[src/csr_pkg.sv]
`default_nettype none

package csr_pkg;

  // **********************************************************************
  // sizes.
  // **********************************************************************

  localparam int NUM_HARTS  = 4;
  localparam int HART_W     = 2;
  localparam int CSR_ADDR_W = 12;
  localparam int XLEN       = 32;
  localparam int PADDR_W    = 16;

  // **********************************************************************
  // machine mode csr numbers.
  // **********************************************************************

  localparam logic [CSR_ADDR_W-1:0] csr_mstatus    = 12'h300;
  localparam logic [CSR_ADDR_W-1:0] csr_misa       = 12'h301;
  localparam logic [CSR_ADDR_W-1:0] csr_medeleg    = 12'h302;
  localparam logic [CSR_ADDR_W-1:0] csr_mideleg    = 12'h303;
  localparam logic [CSR_ADDR_W-1:0] csr_mie        = 12'h304;
  localparam logic [CSR_ADDR_W-1:0] csr_mtvec      = 12'h305;
  localparam logic [CSR_ADDR_W-1:0] csr_mcounteren = 12'h306;
  localparam logic [CSR_ADDR_W-1:0] csr_mscratch   = 12'h340;
  localparam logic [CSR_ADDR_W-1:0] csr_mepc       = 12'h341;
  localparam logic [CSR_ADDR_W-1:0] csr_mcause     = 12'h342;
  localparam logic [CSR_ADDR_W-1:0] csr_mtval      = 12'h343;
  localparam logic [CSR_ADDR_W-1:0] csr_mip        = 12'h344;
  localparam logic [CSR_ADDR_W-1:0] csr_mcycle     = 12'hB00;
  localparam logic [CSR_ADDR_W-1:0] csr_minstret   = 12'hB02;
  localparam logic [CSR_ADDR_W-1:0] csr_mcycleh    = 12'hB80;
  localparam logic [CSR_ADDR_W-1:0] csr_minstreth  = 12'hB82;

  // trap stack bits in mstatus.
  localparam int MSTATUS_MIE  = 3;
  localparam int MSTATUS_MPIE = 7;

  // mxl = 1 (rv32), extension i only.
  localparam logic [XLEN-1:0] MISA_VALUE = 32'h4000_0100;

  // **********************************************************************
  // types.
  // **********************************************************************

  typedef struct packed {
    logic [XLEN-3:0] base;
    logic [1:0]      mode;
  } mtvec_t;

  typedef union packed {
    logic [XLEN-1:0] raw;
    mtvec_t          mtvec;
  } csr_word_u;

  typedef enum logic [1:0] {
    ev_none,
    ev_retire,
    ev_exception,
    ev_mret
  } event_kind_e;

  typedef struct packed {
    event_kind_e       kind;
    logic [HART_W-1:0] hart;
    logic [XLEN-1:0]   epc;
    logic [XLEN-1:0]   tval;
    logic [3:0]        cause;
  } hart_event_t;

  typedef struct packed {
    logic                  rden;
    logic                  wren;
    logic [CSR_ADDR_W-1:0] addr;
    csr_word_u             wdata;
  } csr_access_t;

  typedef struct packed {
    csr_word_u rdata;
    logic      hit;
  } csr_resp_t;

  // one hart's view of the event port.
  typedef struct packed {
    logic            retire;
    logic            exception;
    logic            mret;
    logic [XLEN-1:0] epc;
    logic [XLEN-1:0] tval;
    logic [3:0]      cause;
  } hart_trap_t;

  typedef struct packed {
    logic            exception;
    logic            mret;
    logic [XLEN-1:0] target;
  } redirect_t;

  typedef struct packed {
    logic [HART_W-1:0] hart;
    logic              is_mret;
    logic [XLEN-1:0]   target;
  } redirect_out_t;

endpackage

`default_nettype wire

[src/redirect_collector.sv]
`timescale 1ns/1ps
`default_nettype none

module redirect_collector (
  input  wire logic              clk,
  input  wire logic              rst,
  input  csr_pkg::redirect_t     redir [csr_pkg::NUM_HARTS],
  output csr_pkg::redirect_out_t redirect,
  output logic                   redirect_valid,
  input  wire logic              redirect_ready
);

  logic [csr_pkg::NUM_HARTS-1:0] pend_q;
  logic [csr_pkg::NUM_HARTS-1:0] mret_q;
  logic [csr_pkg::XLEN-1:0]      target_q [csr_pkg::NUM_HARTS];
  logic [csr_pkg::HART_W-1:0]    sel;
  logic                          take;

  // fixed priority, lowest hart first.
  always_comb begin
    sel = '0;
    for (int h = csr_pkg::NUM_HARTS - 1; h >= 0; h--) begin
      if (pend_q[h]) begin
        sel = csr_pkg::HART_W'(h);
      end
    end
  end

  assign redirect_valid   = |pend_q;
  assign redirect.hart    = sel;
  assign redirect.is_mret = mret_q[sel];
  assign redirect.target  = target_q[sel];
  assign take             = redirect_valid & redirect_ready;

  always_ff @(posedge clk) begin
    if (!rst) begin
      pend_q <= '0;
      mret_q <= '0;
    end else begin
      for (int h = 0; h < csr_pkg::NUM_HARTS; h++) begin
        // a fresh pulse replaces whatever is waiting.
        if (redir[h].exception || redir[h].mret) begin
          pend_q[h] <= 1'b1;
          mret_q[h] <= redir[h].mret;
        end else if (take && sel == csr_pkg::HART_W'(h)) begin
          pend_q[h] <= 1'b0;
        end
      end
    end
  end

  always_ff @(posedge clk) begin
    for (int h = 0; h < csr_pkg::NUM_HARTS; h++) begin
      if (redir[h].exception || redir[h].mret) begin
        target_q[h] <= redir[h].target;
      end
    end
  end

endmodule

`default_nettype wire

[config.mk]
export PLATFORM = sky130hd
export DESIGN_NAME = redirect_collector
export DESIGN_NICKNAME = d
export VERILOG_FILES = /design/src/csr_pkg.sv /design/src/redirect_collector.sv
export SDC_FILE = /design/constraint.sdc
export NUM_CORES = 1
export LEC_CHECK = 0
export ABC_AREA = 1
export BUFFER_PORTS_ARGS = -buffer_cell sky130_fd_sc_hd__buf_2
export CORE_ASPECT_RATIO = 1.4
export CORE_MARGIN = 2
export CORE_UTILIZATION = 52
export CTS_BUF_LIST = sky130_fd_sc_hd__clkbuf_4 sky130_fd_sc_hd__clkbuf_8
export CTS_CLUSTER_SIZE = 14
export DETAILED_ROUTE_END_ITERATION = 8
export HOLD_SLACK_MARGIN = 0.03
export PLACE_DENSITY = 0.82
export SYNTH_ARGS = -nofsm -noshare
export SYNTH_HDL_FRONTEND = slang
export SYNTH_SLANG_ARGS = --single-unit
[constraint.sdc]
create_clock -name clk -period 1.65 [get_ports clk]
set_input_delay 0.33 -clock clk [delete_from_list [all_inputs] [get_ports clk]]
set_output_delay 0.33 -clock clk [all_outputs]
set_load 0.05 [all_outputs]
Yosys cells after proc, flatten, opt, wreduce, memory -nomap -nowiden. Memory sizes are Yosys's and may differ from the RTL's. Cells that the tools add are included.

Reduce and logical (&&, ||, !) cells: 14. Equal/unequal tests: 3. $lt $le $gt $ge: 1. Bitwise operators: 1. Multiplexer cells: 22.

Operator list (number): two-way mux 1 bit (17); two-way mux 2 bit (4); nonzero test 2 bit (4); equality test 2 bit, second input constant (2); logical AND 1 bit (4); logical OR 1 bit (4); OR reduction 4 bit (1); < comparator 2 x 3 -> 1 bit, second input constant (1); binary-select mux 1 bit (select 2 bit) (1); equality test 2 x 1 -> 1 bit, second input constant (1); logical NOT 2 bit (1); AND 1 bit (1).

Word-level logic and storage cells: 50. Register bits: 8. Memories kept: 1. Bits in writable memories: 128.

Memories: target_q (depth 4, width 32, rd ports 1, clocked after Yosys merged registers in 0, write ports 4, RTL line redirect_collector.sv:15) `logic [csr_pkg::XLEN-1:0] target_q [csr_pkg::NUM_HARTS];`.

Depth between registers and ports, before layout.
Depth in word-level cells: 8. Gate-level depth with buffers: 9.

Worst setup path after synthesis. No wires, ideal clock.

Path type: flip-flop to output port. From: register pend_q[3] (netlist name). To: output redirect[0] (netlist name). Path slack: -0.272 ns. Cell stages (with the launch flop): 9. Arrival: 1.592 ns. Cells stage by stage: dfxtp_1 > nand2_1 > nand2_2 > nand2_4 > inv_2 > nor2_8 > buf_6 > nand2_1 > nand4_1.

RTL lines: start, declared (RTL line redirect_collector.sv:13) `logic [csr_pkg::NUM_HARTS-1:0] pend_q;`; start signal, assigned (RTL line redirect_collector.sv:37) `pend_q <= '0;`; start signal, assigned by index (RTL line redirect_collector.sv:43) `pend_q[h] <= 1'b1;`; start signal, assigned by index (RTL line redirect_collector.sv:46) `pend_q[h] <= 1'b0;`; end, declared (RTL line redirect_collector.sv:8) `output csr_pkg::redirect_out_t redirect,`.

==> impl_results.md <==
- IO buf count: 174
- Met2 routed WL: 8.18 mm
- Routed Antenna Nets: 0
- Detailed-route via count: 3998
- I/O pin count: 175
- Largest net degree at the start of global routing: 33
- Clock Latency Late Sink: 0.43 ns
- Crit path DAT: 1.91 ns
- CP Class: flop to output pin
- Worst Setup End Kind: output pin
- Crit-path slowest cell: dfxtp_4
- Final Hold Vio Count: 0
- Most used cell, CP: buf_12
- Cell with the most instances after synthesis: edfxtp_1
- IR drop worst, VDD: 1120 uV
- Root buffer cell: clkbuf_8
- Initial drt markers: 390
- Clock-pin slew on the worst setup and hold paths: 0.08 ns
- Critical path required time: 1.32 ns
- Setup TNS Final: -18.67 ns
- Post-Syn Instances: 365
- HP Class: input pin to flop
- Leading area contributor after synthesis: edfxtp_1
- Crit Path Max Fanout: 6
- Crit-path max cell delay: 0.37 ns
- PwrDens: 1230 nW/um^2
- CP Cell Sequence: o21ai_4, clkinv_4, nor2_8, buf_12, buf_12, nand2_2, nand4_1, buf_6
- Number of flops mapped to enable cells by yosys: 128
- # clock sinks: 136
- Slew Limit Fails: 0
- Failing checks: negative setup slack
- Tmin final: 2.24 ns
- P_leak: 3.09 nW
- Area grow syn2layout: 44.3%
- GP Congestion: 0.839
- DR vias/cell: 5.48
- Synthesized area: 5170 um^2
- Area contributors post-synth: edfxtp_1 (74%), nand3_1 (6.5%), nand2_1 (5.0%), nand4_1 (4.0%), dfxtp_1 (3.1%)
- Detailed Place HPWL: 8.76 mm
- ANT cells: 0
- First-pass GRT wire length: 20.9 mm
- CTS Buffer Depth: 2
- Pre-CTS setup slack: -0.156 ns
- Row count: 43
- Ys Warns: 0
- Seq/Total Area, Yosys: 0.775
- Die H: 122 um
- Setup ws final: -0.589 ns
- Async SR Flop Fraction: 0
- Synth top cells by count: edfxtp_1 (128), nand2_1 (69), nand3_1 (67)
- DR DRC count: 0
- Layout net count: 720
- TritonCTS clock tree: built
- Slew @ Worst Pin: 0.515 ns
- CORE AREA: 9790 um^2
- Die Width: 88.3 um
- # setup viols final: 36
- Buf/Inv on CP: 4
- CP Launch Type: flop
- Met3 Routed Length: 946 um
- Syn nets: 504
- Fmax achieved: 447 MHz
- Hold WS: 0.0614 ns
- GRT Total Usage: 0.271
- Max Used Layer: met4
- Max_cap viols: 0
- Synth top area share: 0.744
- Die ar.: 10800 um^2
- Clock Skew: 0.00457 ns
- Initial antenna violation count: 0
- Mapped Avg Cell Area: 14.2 um^2
- Vias in the first global route: 4167
- Remaining global-route overflow: 0
- Inserted Clock Buffers: 17
- Synthesized flop and latch total: 136
- Wl on met1: 5.30 mm
- Routed WL: 15.0 mm
- Status: finished, violations left
- Final cell utilization of the core: 0.762
- H-tree levels: 4
- Number of library cell types mapped by synthesis: 21
- Starting density of the core: 0.528
- RSZ-0062 raised after global routing: true
- Top_reg_cell synth: edfxtp_1
- Normalized max-slew margin: 0.656
- Drt wl/cell: 20.6 um
- Fin crit share: 1.36
- Delay-heaviest family, CP: buffers and inverters
- Drt first pass iters: 7
- Share of cells above drive strength 1: 0.492
==> power by group <==
group	internal (W)	switching (W)	leakage, nW
sequential	0.00411	0.000129	1.37
combinational	0.000764	0.00118	1.51
clock	0.00165	0.00130	0.212
total	0.00653	0.00261	3.09
==> cell usage in the layout, fill, tap and decap left out, drive strengths merged <==
| cell type | count |
|---|---|
| a21oi | 9 |
| clkbuf | 20 |
| nand2 | 71 |
| nand4 | 33 |
| nand3 | 67 |
| o21ai | 3 |
| buf | 214 |
| dfxtp | 8 |
| o31ai | 1 |
| inv | 13 |
| nor2 | 12 |
| edfxtp | 128 |
| clkinv | 8 |
| clkinvlp | 3 |
| bufinv | 4 |
==> routing by layer <==
layer / track usage / vias up
met1: 0.314 / 1934
met5: 0 / -
li1: - / 1793
met3: 0.0650 / 44
met4: 0.122 / 0
met2: 0.472 / 227
==> cell families (layout without fill, tap and decap cells) <==
| kind of cell | after synthesis | count (layout) | synth area share |
|---|---|---|---|
| AND/OR/NAND/NOR | 183 | 183 | 0.175 |
| flip-flops | 136 | 136 | 0.775 |
| buffers and inverters | 33 | 262 | 0.0353 |
| AO/OA/AOI/OAI | 13 | 13 | 0.0153 |
==> flip-flops by register name (all words and copies together), names as in the netlist <==
name	cells
target_q	128
mret_q	4
pend_q	4
==> worst paths after layout <==
path | startpoint | end | slack [ns] | cells after the start
hold reg to reg | mret_q[1] | mret_q[1] | 0.49 | 2
setup reg to reg | pend_q[0] | pend_q[3] | 0.19 | 6
setup / recovery | pend_q[3] | redirect[29] | -0.59 | 8
hold / removal | redir[133] | target_q[0][31] | 0.06 | 1
==> timing repair <==
action,4_1_cts,5_1_grt
buffers inserted,12,5
pin swaps,29,9
gates resized for setup,110,30
endpoints found under the setup margin,36,36
cloned,3,4
hold buffers,0,0
==> area by class of cell <==
cell class	instances	area, um^2
flip-flops and latches	136	4020
fillers	617	2330
repair buffers	217	1670
multi-input cells	196	1110
clock buffers	17	234
clock inverters	15	200
well taps	135	169
inverters	13	65.1
==> through the flow <==
stage | instance area [um^2] | std cells | power, W
global route | 7460 | 729 | 0.00940
detailed placement | 6320 | 676 | 0.00574
global placement | 6320 | 676 | 0.00570
finish | 7460 | 729 | 0.00914
CTS | 7290 | 723 | 0.00903
floorplan | 5190 | 365 | 0.00521
(Power assumes the default switching activity.)
