$ cat src/csr_pkg.sv
`default_nettype none

package csr_pkg;

  // **********************************************************************
  // sizes.
  // **********************************************************************

  localparam int NUM_HARTS  = 4;
  localparam int HART_W     = 2;
  localparam int CSR_ADDR_W = 12;
  localparam int XLEN       = 32;
  localparam int PADDR_W    = 16;

  // **********************************************************************
  // machine mode csr numbers.
  // **********************************************************************

  localparam logic [CSR_ADDR_W-1:0] csr_mstatus    = 12'h300;
  localparam logic [CSR_ADDR_W-1:0] csr_misa       = 12'h301;
  localparam logic [CSR_ADDR_W-1:0] csr_medeleg    = 12'h302;
  localparam logic [CSR_ADDR_W-1:0] csr_mideleg    = 12'h303;
  localparam logic [CSR_ADDR_W-1:0] csr_mie        = 12'h304;
  localparam logic [CSR_ADDR_W-1:0] csr_mtvec      = 12'h305;
  localparam logic [CSR_ADDR_W-1:0] csr_mcounteren = 12'h306;
  localparam logic [CSR_ADDR_W-1:0] csr_mscratch   = 12'h340;
  localparam logic [CSR_ADDR_W-1:0] csr_mepc       = 12'h341;
  localparam logic [CSR_ADDR_W-1:0] csr_mcause     = 12'h342;
  localparam logic [CSR_ADDR_W-1:0] csr_mtval      = 12'h343;
  localparam logic [CSR_ADDR_W-1:0] csr_mip        = 12'h344;
  localparam logic [CSR_ADDR_W-1:0] csr_mcycle     = 12'hB00;
  localparam logic [CSR_ADDR_W-1:0] csr_minstret   = 12'hB02;
  localparam logic [CSR_ADDR_W-1:0] csr_mcycleh    = 12'hB80;
  localparam logic [CSR_ADDR_W-1:0] csr_minstreth  = 12'hB82;

  // trap stack bits in mstatus.
  localparam int MSTATUS_MIE  = 3;
  localparam int MSTATUS_MPIE = 7;

  // mxl = 1 (rv32), extension i only.
  localparam logic [XLEN-1:0] MISA_VALUE = 32'h4000_0100;

  // **********************************************************************
  // types.
  // **********************************************************************

  typedef struct packed {
    logic [XLEN-3:0] base;
    logic [1:0]      mode;
  } mtvec_t;

  typedef union packed {
    logic [XLEN-1:0] raw;
    mtvec_t          mtvec;
  } csr_word_u;

  typedef enum logic [1:0] {
    ev_none,
    ev_retire,
    ev_exception,
    ev_mret
  } event_kind_e;

  typedef struct packed {
    event_kind_e       kind;
    logic [HART_W-1:0] hart;
    logic [XLEN-1:0]   epc;
    logic [XLEN-1:0]   tval;
    logic [3:0]        cause;
  } hart_event_t;

  typedef struct packed {
    logic                  rden;
    logic                  wren;
    logic [CSR_ADDR_W-1:0] addr;
    csr_word_u             wdata;
  } csr_access_t;

  typedef struct packed {
    csr_word_u rdata;
    logic      hit;
  } csr_resp_t;

  // one hart's view of the event port.
  typedef struct packed {
    logic            retire;
    logic            exception;
    logic            mret;
    logic [XLEN-1:0] epc;
    logic [XLEN-1:0] tval;
    logic [3:0]      cause;
  } hart_trap_t;

  typedef struct packed {
    logic            exception;
    logic            mret;
    logic [XLEN-1:0] target;
  } redirect_t;

  typedef struct packed {
    logic [HART_W-1:0] hart;
    logic              is_mret;
    logic [XLEN-1:0]   target;
  } redirect_out_t;

endpackage

`default_nettype wire

$ cat src/csr_hart_router.sv
`timescale 1ns/1ps
`default_nettype none

module csr_hart_router (
  input  wire logic                         clk,
  input  wire logic                         rst,
  input  wire logic                         psel,
  input  wire logic                         penable,
  input  wire logic                         pwrite,
  input  wire logic [csr_pkg::PADDR_W-1:0]  paddr,
  input  wire logic [csr_pkg::XLEN-1:0]     pwdata,
  output logic      [csr_pkg::XLEN-1:0]     prdata,
  output logic                              pready,
  output logic                              pslverr,
  input  csr_pkg::hart_event_t              hart_evt,
  output csr_pkg::csr_access_t              access [csr_pkg::NUM_HARTS],
  output csr_pkg::hart_trap_t               trap [csr_pkg::NUM_HARTS],
  input  csr_pkg::csr_resp_t                resp [csr_pkg::NUM_HARTS]
);

  logic                          setup_q;
  logic                          acc;
  logic [csr_pkg::HART_W-1:0]    hart_sel;

  // a setup cycle must precede the access cycle.
  always_ff @(posedge clk) begin
    if (!rst) begin
      setup_q <= 1'b0;
    end else begin
      setup_q <= psel & ~penable;
    end
  end

  assign acc      = psel & penable & setup_q;
  assign hart_sel = paddr[15:14];
  assign pready   = 1'b1;

  always_comb begin
    for (int h = 0; h < csr_pkg::NUM_HARTS; h++) begin
      access[h].rden        = acc & ~pwrite & (hart_sel == csr_pkg::HART_W'(h));
      access[h].wren        = acc & pwrite & (hart_sel == csr_pkg::HART_W'(h));
      access[h].addr        = paddr[13:2];
      access[h].wdata.raw   = pwdata;
    end
  end

  // read data from the addressed hart only.
  always_comb begin
    prdata  = '0;
    pslverr = 1'b0;
    if (acc) begin
      prdata  = resp[hart_sel].hit ? resp[hart_sel].rdata.raw : '0;
      pslverr = ~resp[hart_sel].hit;
    end
  end

  // **********************************************************************
  // event demultiplexer.
  // **********************************************************************

  always_comb begin
    for (int h = 0; h < csr_pkg::NUM_HARTS; h++) begin
      trap[h].retire    = (hart_evt.hart == csr_pkg::HART_W'(h)) &&
                          (hart_evt.kind == csr_pkg::ev_retire);
      trap[h].exception = (hart_evt.hart == csr_pkg::HART_W'(h)) &&
                          (hart_evt.kind == csr_pkg::ev_exception);
      trap[h].mret      = (hart_evt.hart == csr_pkg::HART_W'(h)) &&
                          (hart_evt.kind == csr_pkg::ev_mret);
      trap[h].epc       = hart_evt.epc;
      trap[h].tval      = hart_evt.tval;
      trap[h].cause     = hart_evt.cause;
    end
  end

endmodule

`default_nettype wire

$ cat config.mk
export PLATFORM = sky130hd
export DESIGN_NAME = csr_hart_router
export DESIGN_NICKNAME = d
export VERILOG_FILES = /design/src/csr_pkg.sv /design/src/csr_hart_router.sv
export SDC_FILE = /design/constraint.sdc
export NUM_CORES = 1
export LEC_CHECK = 0
export BUFFER_PORTS_ARGS = -buffer_cell sky130_fd_sc_hd__buf_2
export CAP_MARGIN = 15
export CORE_AREA = 2 2 293 295
export CTS_CLUSTER_SIZE = 40
export DETAILED_ROUTE_END_ITERATION = 12
export DIE_AREA = 0 0 295 297
export PLACE_DENSITY_LB_ADDON = 0.3
export SLEW_MARGIN = 10
export SYNTH_ARGS = -nofsm -noshare
export SYNTH_HDL_FRONTEND = slang
export SYNTH_SLANG_ARGS = --single-unit
$ cat constraint.sdc
create_clock -name clk -period 1.5 [get_ports clk]
set_input_delay 0.15 -clock clk [delete_from_list [all_inputs] [get_ports clk]]
set_output_delay 0.15 -clock clk [all_outputs]
set_load 0.005 [all_outputs]
# Word-level counts from Yosys, hierarchy flattened
# Index checks and enable logic that the tools add are counted.
# op_classes
magnitude_cmp	1
n_eq_ne	9
muxes	6
bitwise_logic	17
n_reduce_logical	14
# ops
op	n
binary-select mux 33 bit (select 2 bit)	1
2-to-1 mux 33 bit	2
2-to-1 mux 32 bit	2
AND 1 bit	13
equality test 2 bit (second input constant)	6
logical AND 1 bit	12
equality test 2 x 1 -> 1 bit (second input constant)	3
zero test 2 bit	2
>= comparator 3 bit (second input constant)	1
NOT 1 bit	3
NOT 2 -> 3 bit	1
2-to-1 mux 1 bit	1
# totals
reg_bits	1
input_bits	257
output_inout_bits	502
elab_cells	48

# Logic depth before layout (Yosys ltp)
# depth
depth_word	6
mapped_depth	4
ltp_nobuf	2

# Worst setup path before layout
# OpenSTA, ideal clock, no wires.
# synth_timing
path_type	in2out
from	in paddr[14] (netlist name)
to	out prdata[0] (netlist name)
arrival_time_ps	1171
t_required_ps	1350
path_slack_ps	179
stages	4
path_buffers	2
path_cell_list	buf_6 > buf_4 > mux4_2 > and3_1
# synth_via
elab_chain_cells	6
# synth_lines
item	line	source
from (decl)	csr_hart_router.sv:10	input wire logic [csr_pkg::PADDR_W-1:0] paddr,
NOT 2 -> 3 bit (implied by the code)	csr_hart_router.sv:52	prdata = resp[hart_sel].hit ? resp[hart_sel].rdata.raw : '0;
binary-select mux 33 bit (select 2 bit)	csr_hart_router.sv:52	
2-to-1 mux 33 bit (implied by the code) (2 in a row)	csr_hart_router.sv:52	
2-to-1 mux 32 bit	csr_hart_router.sv:52	
2-to-1 mux 32 bit	csr_hart_router.sv:51	if (acc) begin
to (decl)	csr_hart_router.sv:12	output logic [csr_pkg::XLEN-1:0] prdata,
# Every way passes these cells. The select of a mux whose other input is x is not followed.

# Worst setup path in the final report
# layout_timing
from	in paddr[14] (netlist name)
to	out prdata[3] (netlist name)
# The elaborated chain is that of the path after synthesis.

==> results.rst <==
.. list-table::
   :header-rows: 1

   * - Metric
     - Value
   * - CP Data Arrival Time
     - around 1.3 ns
   * - Highest Clock Rate
     - just under 700 MHz
   * - Number of endpoints with negative hold slack in the final report
     - 0
   * - Remaining design rule violation count
     - 0
   * - Post-route setup slack
     - roughly 0.031 ns
   * - Fraction of layout instances using a drive strength above 1
     - 0.787
   * - Count of final max-slew check failures
     - 0
   * - Count of warnings emitted by yosys
     - 0
   * - CP Max Fanout
     - 23
   * - Total detailed-routing wirelength
     - roughly 18 mm
   * - Number of standard cells after synthesis
     - about 570
   * - Setup violation total in the final timing report
     - 0
   * - Dpl cell area
     - approximately 3700 um2
   * - Startpoint kind of the worst setup timing path
     - input port
   * - Buffer count from post-CTS setup fixing
     - 0
   * - Final cycle utilization of the critical path
     - 0.979
   * - FILL cells
     - roughly 10,000
   * - Synthesized area
     - around 4600 um2
   * - Die Wd
     - 295 um
   * - Clock network fraction of design power
     - 0
   * - Area Growth Syn to Fin
     - -17.7%
   * - Chip height
     - approximately 300 um
   * - Global router's overall resource usage
     - 0.0371
   * - Drt first pass iters
     - 4
   * - Synthesized area per cell
     - a little over 8 um2
   * - Int Power
     - around 370 uW
   * - Cell row count
     - 107
   * - Initial antenna violation count
     - 3
   * - Initial core utilization
     - 0.0550
   * - Result of the run
     - finished clean
   * - Core Box Area
     - about 84,000 um2
   * - Worst path cell trace
     - buf_12, mux4_2, buf_12, and3_4, buf_2
   * - Post-Syn Nets
     - 823
   * - Vias post-DR
     - approximately 2,400
   * - Via count of the first global-routing pass
     - between 2,000 and 3,000
   * - Portion of synthesized cell area occupied by the leading cell type
     - 0.732
   * - Register name with the most flops
     - setup_q
   * - Global-route wire length before repair
     - around 23 mm
   * - Aggregate global routing overflow
     - 0
   * - Largest area contributor in the synthesized netlist
     - buf_4
   * - Area contributors post-synth
     - buf_4 73%, mux4_2 12%, mux4_1 4.5%
   * - Number of distinct library cells after synthesis
     - 17
   * - Worst IR drop on VDD
     - approximately 0.11 mV
   * - Registers with the most flip-flops
     - setup_q (1)
   * - Flip-flop count of the largest register after layout
     - 1
   * - Placer Congestion
     - ~0.8
   * - RSZ-0062 raised after global routing
     - yes
   * - Slowest stage delay, CP
     - about 0.56 ns
   * - Area enclosed by the die boundary
     - between 80,000 and 90,000 um2
   * - First DRT Iteration DRCs
     - 76
   * - Hold Crit Class
     - in -> out
   * - Post-route cell area
     - ~3800 um2
   * - Data required time at the worst endpoint
     - about 1.4 ns
   * - Final Critical Period
     - 1.47 ns
   * - Via/cell ratio
     - 1.67
   * - Worst slack after detailed placement
     - -0.0961 ns
   * - Port bufs
     - approximately 200
   * - Switching pwr
     - between 200 and 250 uW
   * - Average wire per cell in the routed design
     - 12.4 um
   * - Quantity of hold-fixing buffers added after cts
     - 0
   * - Pwr per Cell Area
     - about 160 nW/um2
   * - Maximum number of pins on one net before global-route repair
     - 24
   * - Register bit count reported by yosys
     - 1
   * - Cell with the most instances on the worst path
     - buf_12
   * - Portion of the post-synthesis area used by sequential elements
     - 0.00431
   * - Part of the power in registers
     - 0.049
   * - Number of nets in the layout
     - 569
   * - Maximum Capacitance Violations
     - 0
   * - Part of the power in combinational logic
     - 0.951
   * - Worst Setup Path Type
     - in -> out
   * - Static leakage
     - roughly 1.4 nW
   * - Critical path endpoint category
     - output port
   * - Switching Fraction
     - 0.378
   * - Critical path's slowest cell
     - mux4_2
   * - IO Count
     - 759
   * - HPWL after DPL
     - 16.1 mm
   * - Final antenna-violating net count
     - 0
==> placed cells by master (no fill, tap or decap), types with 3 or more instances in the layout <==
cell type  synthesis  routed
buf_2              2     193
mux4_2            25      26
and3_1            33      22
nor2_1            17      17
and3_4             0      10
mux4_1             8       7
nand2b_1           6       6
buf_12             0       6
nor3_1             5       5
nand2_1            4       4
buf_4            453       4
buf_6              4       3
==> layer usage <==
layer,part of all wire,vias up,global-route usage,wire length (um)
li1,-,875,-,-
met1,0.18,966,0.0199,3280
met2,0.50,427,0.0691,8940
met3,0.20,167,0.0267,3570
met4,0.11,2,0.0369,2050
met5,0.0077,-,0.0105,139
==> layout make-up <==
class / count / area, um2 / share of cell area
sequential: 1 / 20.0 / 0.00524
antenna: 1 / 2.50 / 0.000654
multi-input combinational: 102 / 1190 / 0.312
tap: 1144 / 1430 / 0.374
timing repair buffer: 207 / 1180 / 0.308
==> final timing paths <==
check | from | end | slack, ns | cells after the start
setup / recovery | paddr[14] | prdata[3] | 0.03 | 5
hold / removal | pwdata[23] | access[115] | 0.30 | 0
==> cells in the mapped netlist <==
master,instances
buf_4,453
and3_1,33
mux4_2,25
nor2_1,17
mux4_1,8
nand2b_1,6
nor3_1,5
buf_6,4
nand2_1,4
clkbuf_1,3
buf_2,2
clkbuf_8,1
conb_1,1
dfxtp_1,1
nand3_1,1
nand4_1,1
nand4b_1,1
==> stage by stage <==
stage | hold slack, ns | TNS (ns) | power (mW) | utilization | std cells
2_1_floorplan | 0.222 | 0 | 1.25 | - | 566
3_3_place_gp | 0.300 | -1.58 | 0.559 | 0.0439 | 1453
3_5_place_dp | 0.300 | -1.85 | 0.569 | 0.0439 | 1453
4_1_cts | 0.300 | 0 | 0.600 | 0.0446 | 1454
5_1_grt | 0.300 | -0.0178 | 0.644 | 0.0453 | 1455
6_report | 0.300 | 0 | 0.593 | 0.0453 | 1455
==> kinds of logic (layout without fill, tap and decap cells) <==
logic type             after synthesis  in the layout  synth area share
multiplexers                        33             33             0.166
other                                1              2          0.000807
flip-flops                           1              1           0.00431
buffers and inverters              463            207             0.749
AND/OR/NAND/NOR                     68             68            0.0792
==> critical path, delay by kind of cell <==
kind	cells	cell delay, ns
buf+inv	3	0.42
mux	1	0.56
simple gates	1	0.17
==> power by group through the flow <==
stage | Sequential [mW] | Clock, mW | Combinational, mW
final | 0.0292 | 0.0000000892 | 0.564
after global placement | 0.0292 | 0 | 0.529
after floorplan | 0.0290 | 0 | 1.22
after detailed placement | 0.0293 | 0 | 0.540
after global routing | 0.0294 | 0.0000000891 | 0.614
after CTS | 0.0292 | 0 | 0.571
==> repair_timing <==
action	CTS	global route
gates cloned	1	0
resized for setup	11	12
setup endpoints to repair	32	22
Note: power is estimated with default switching activity, not from simulation.
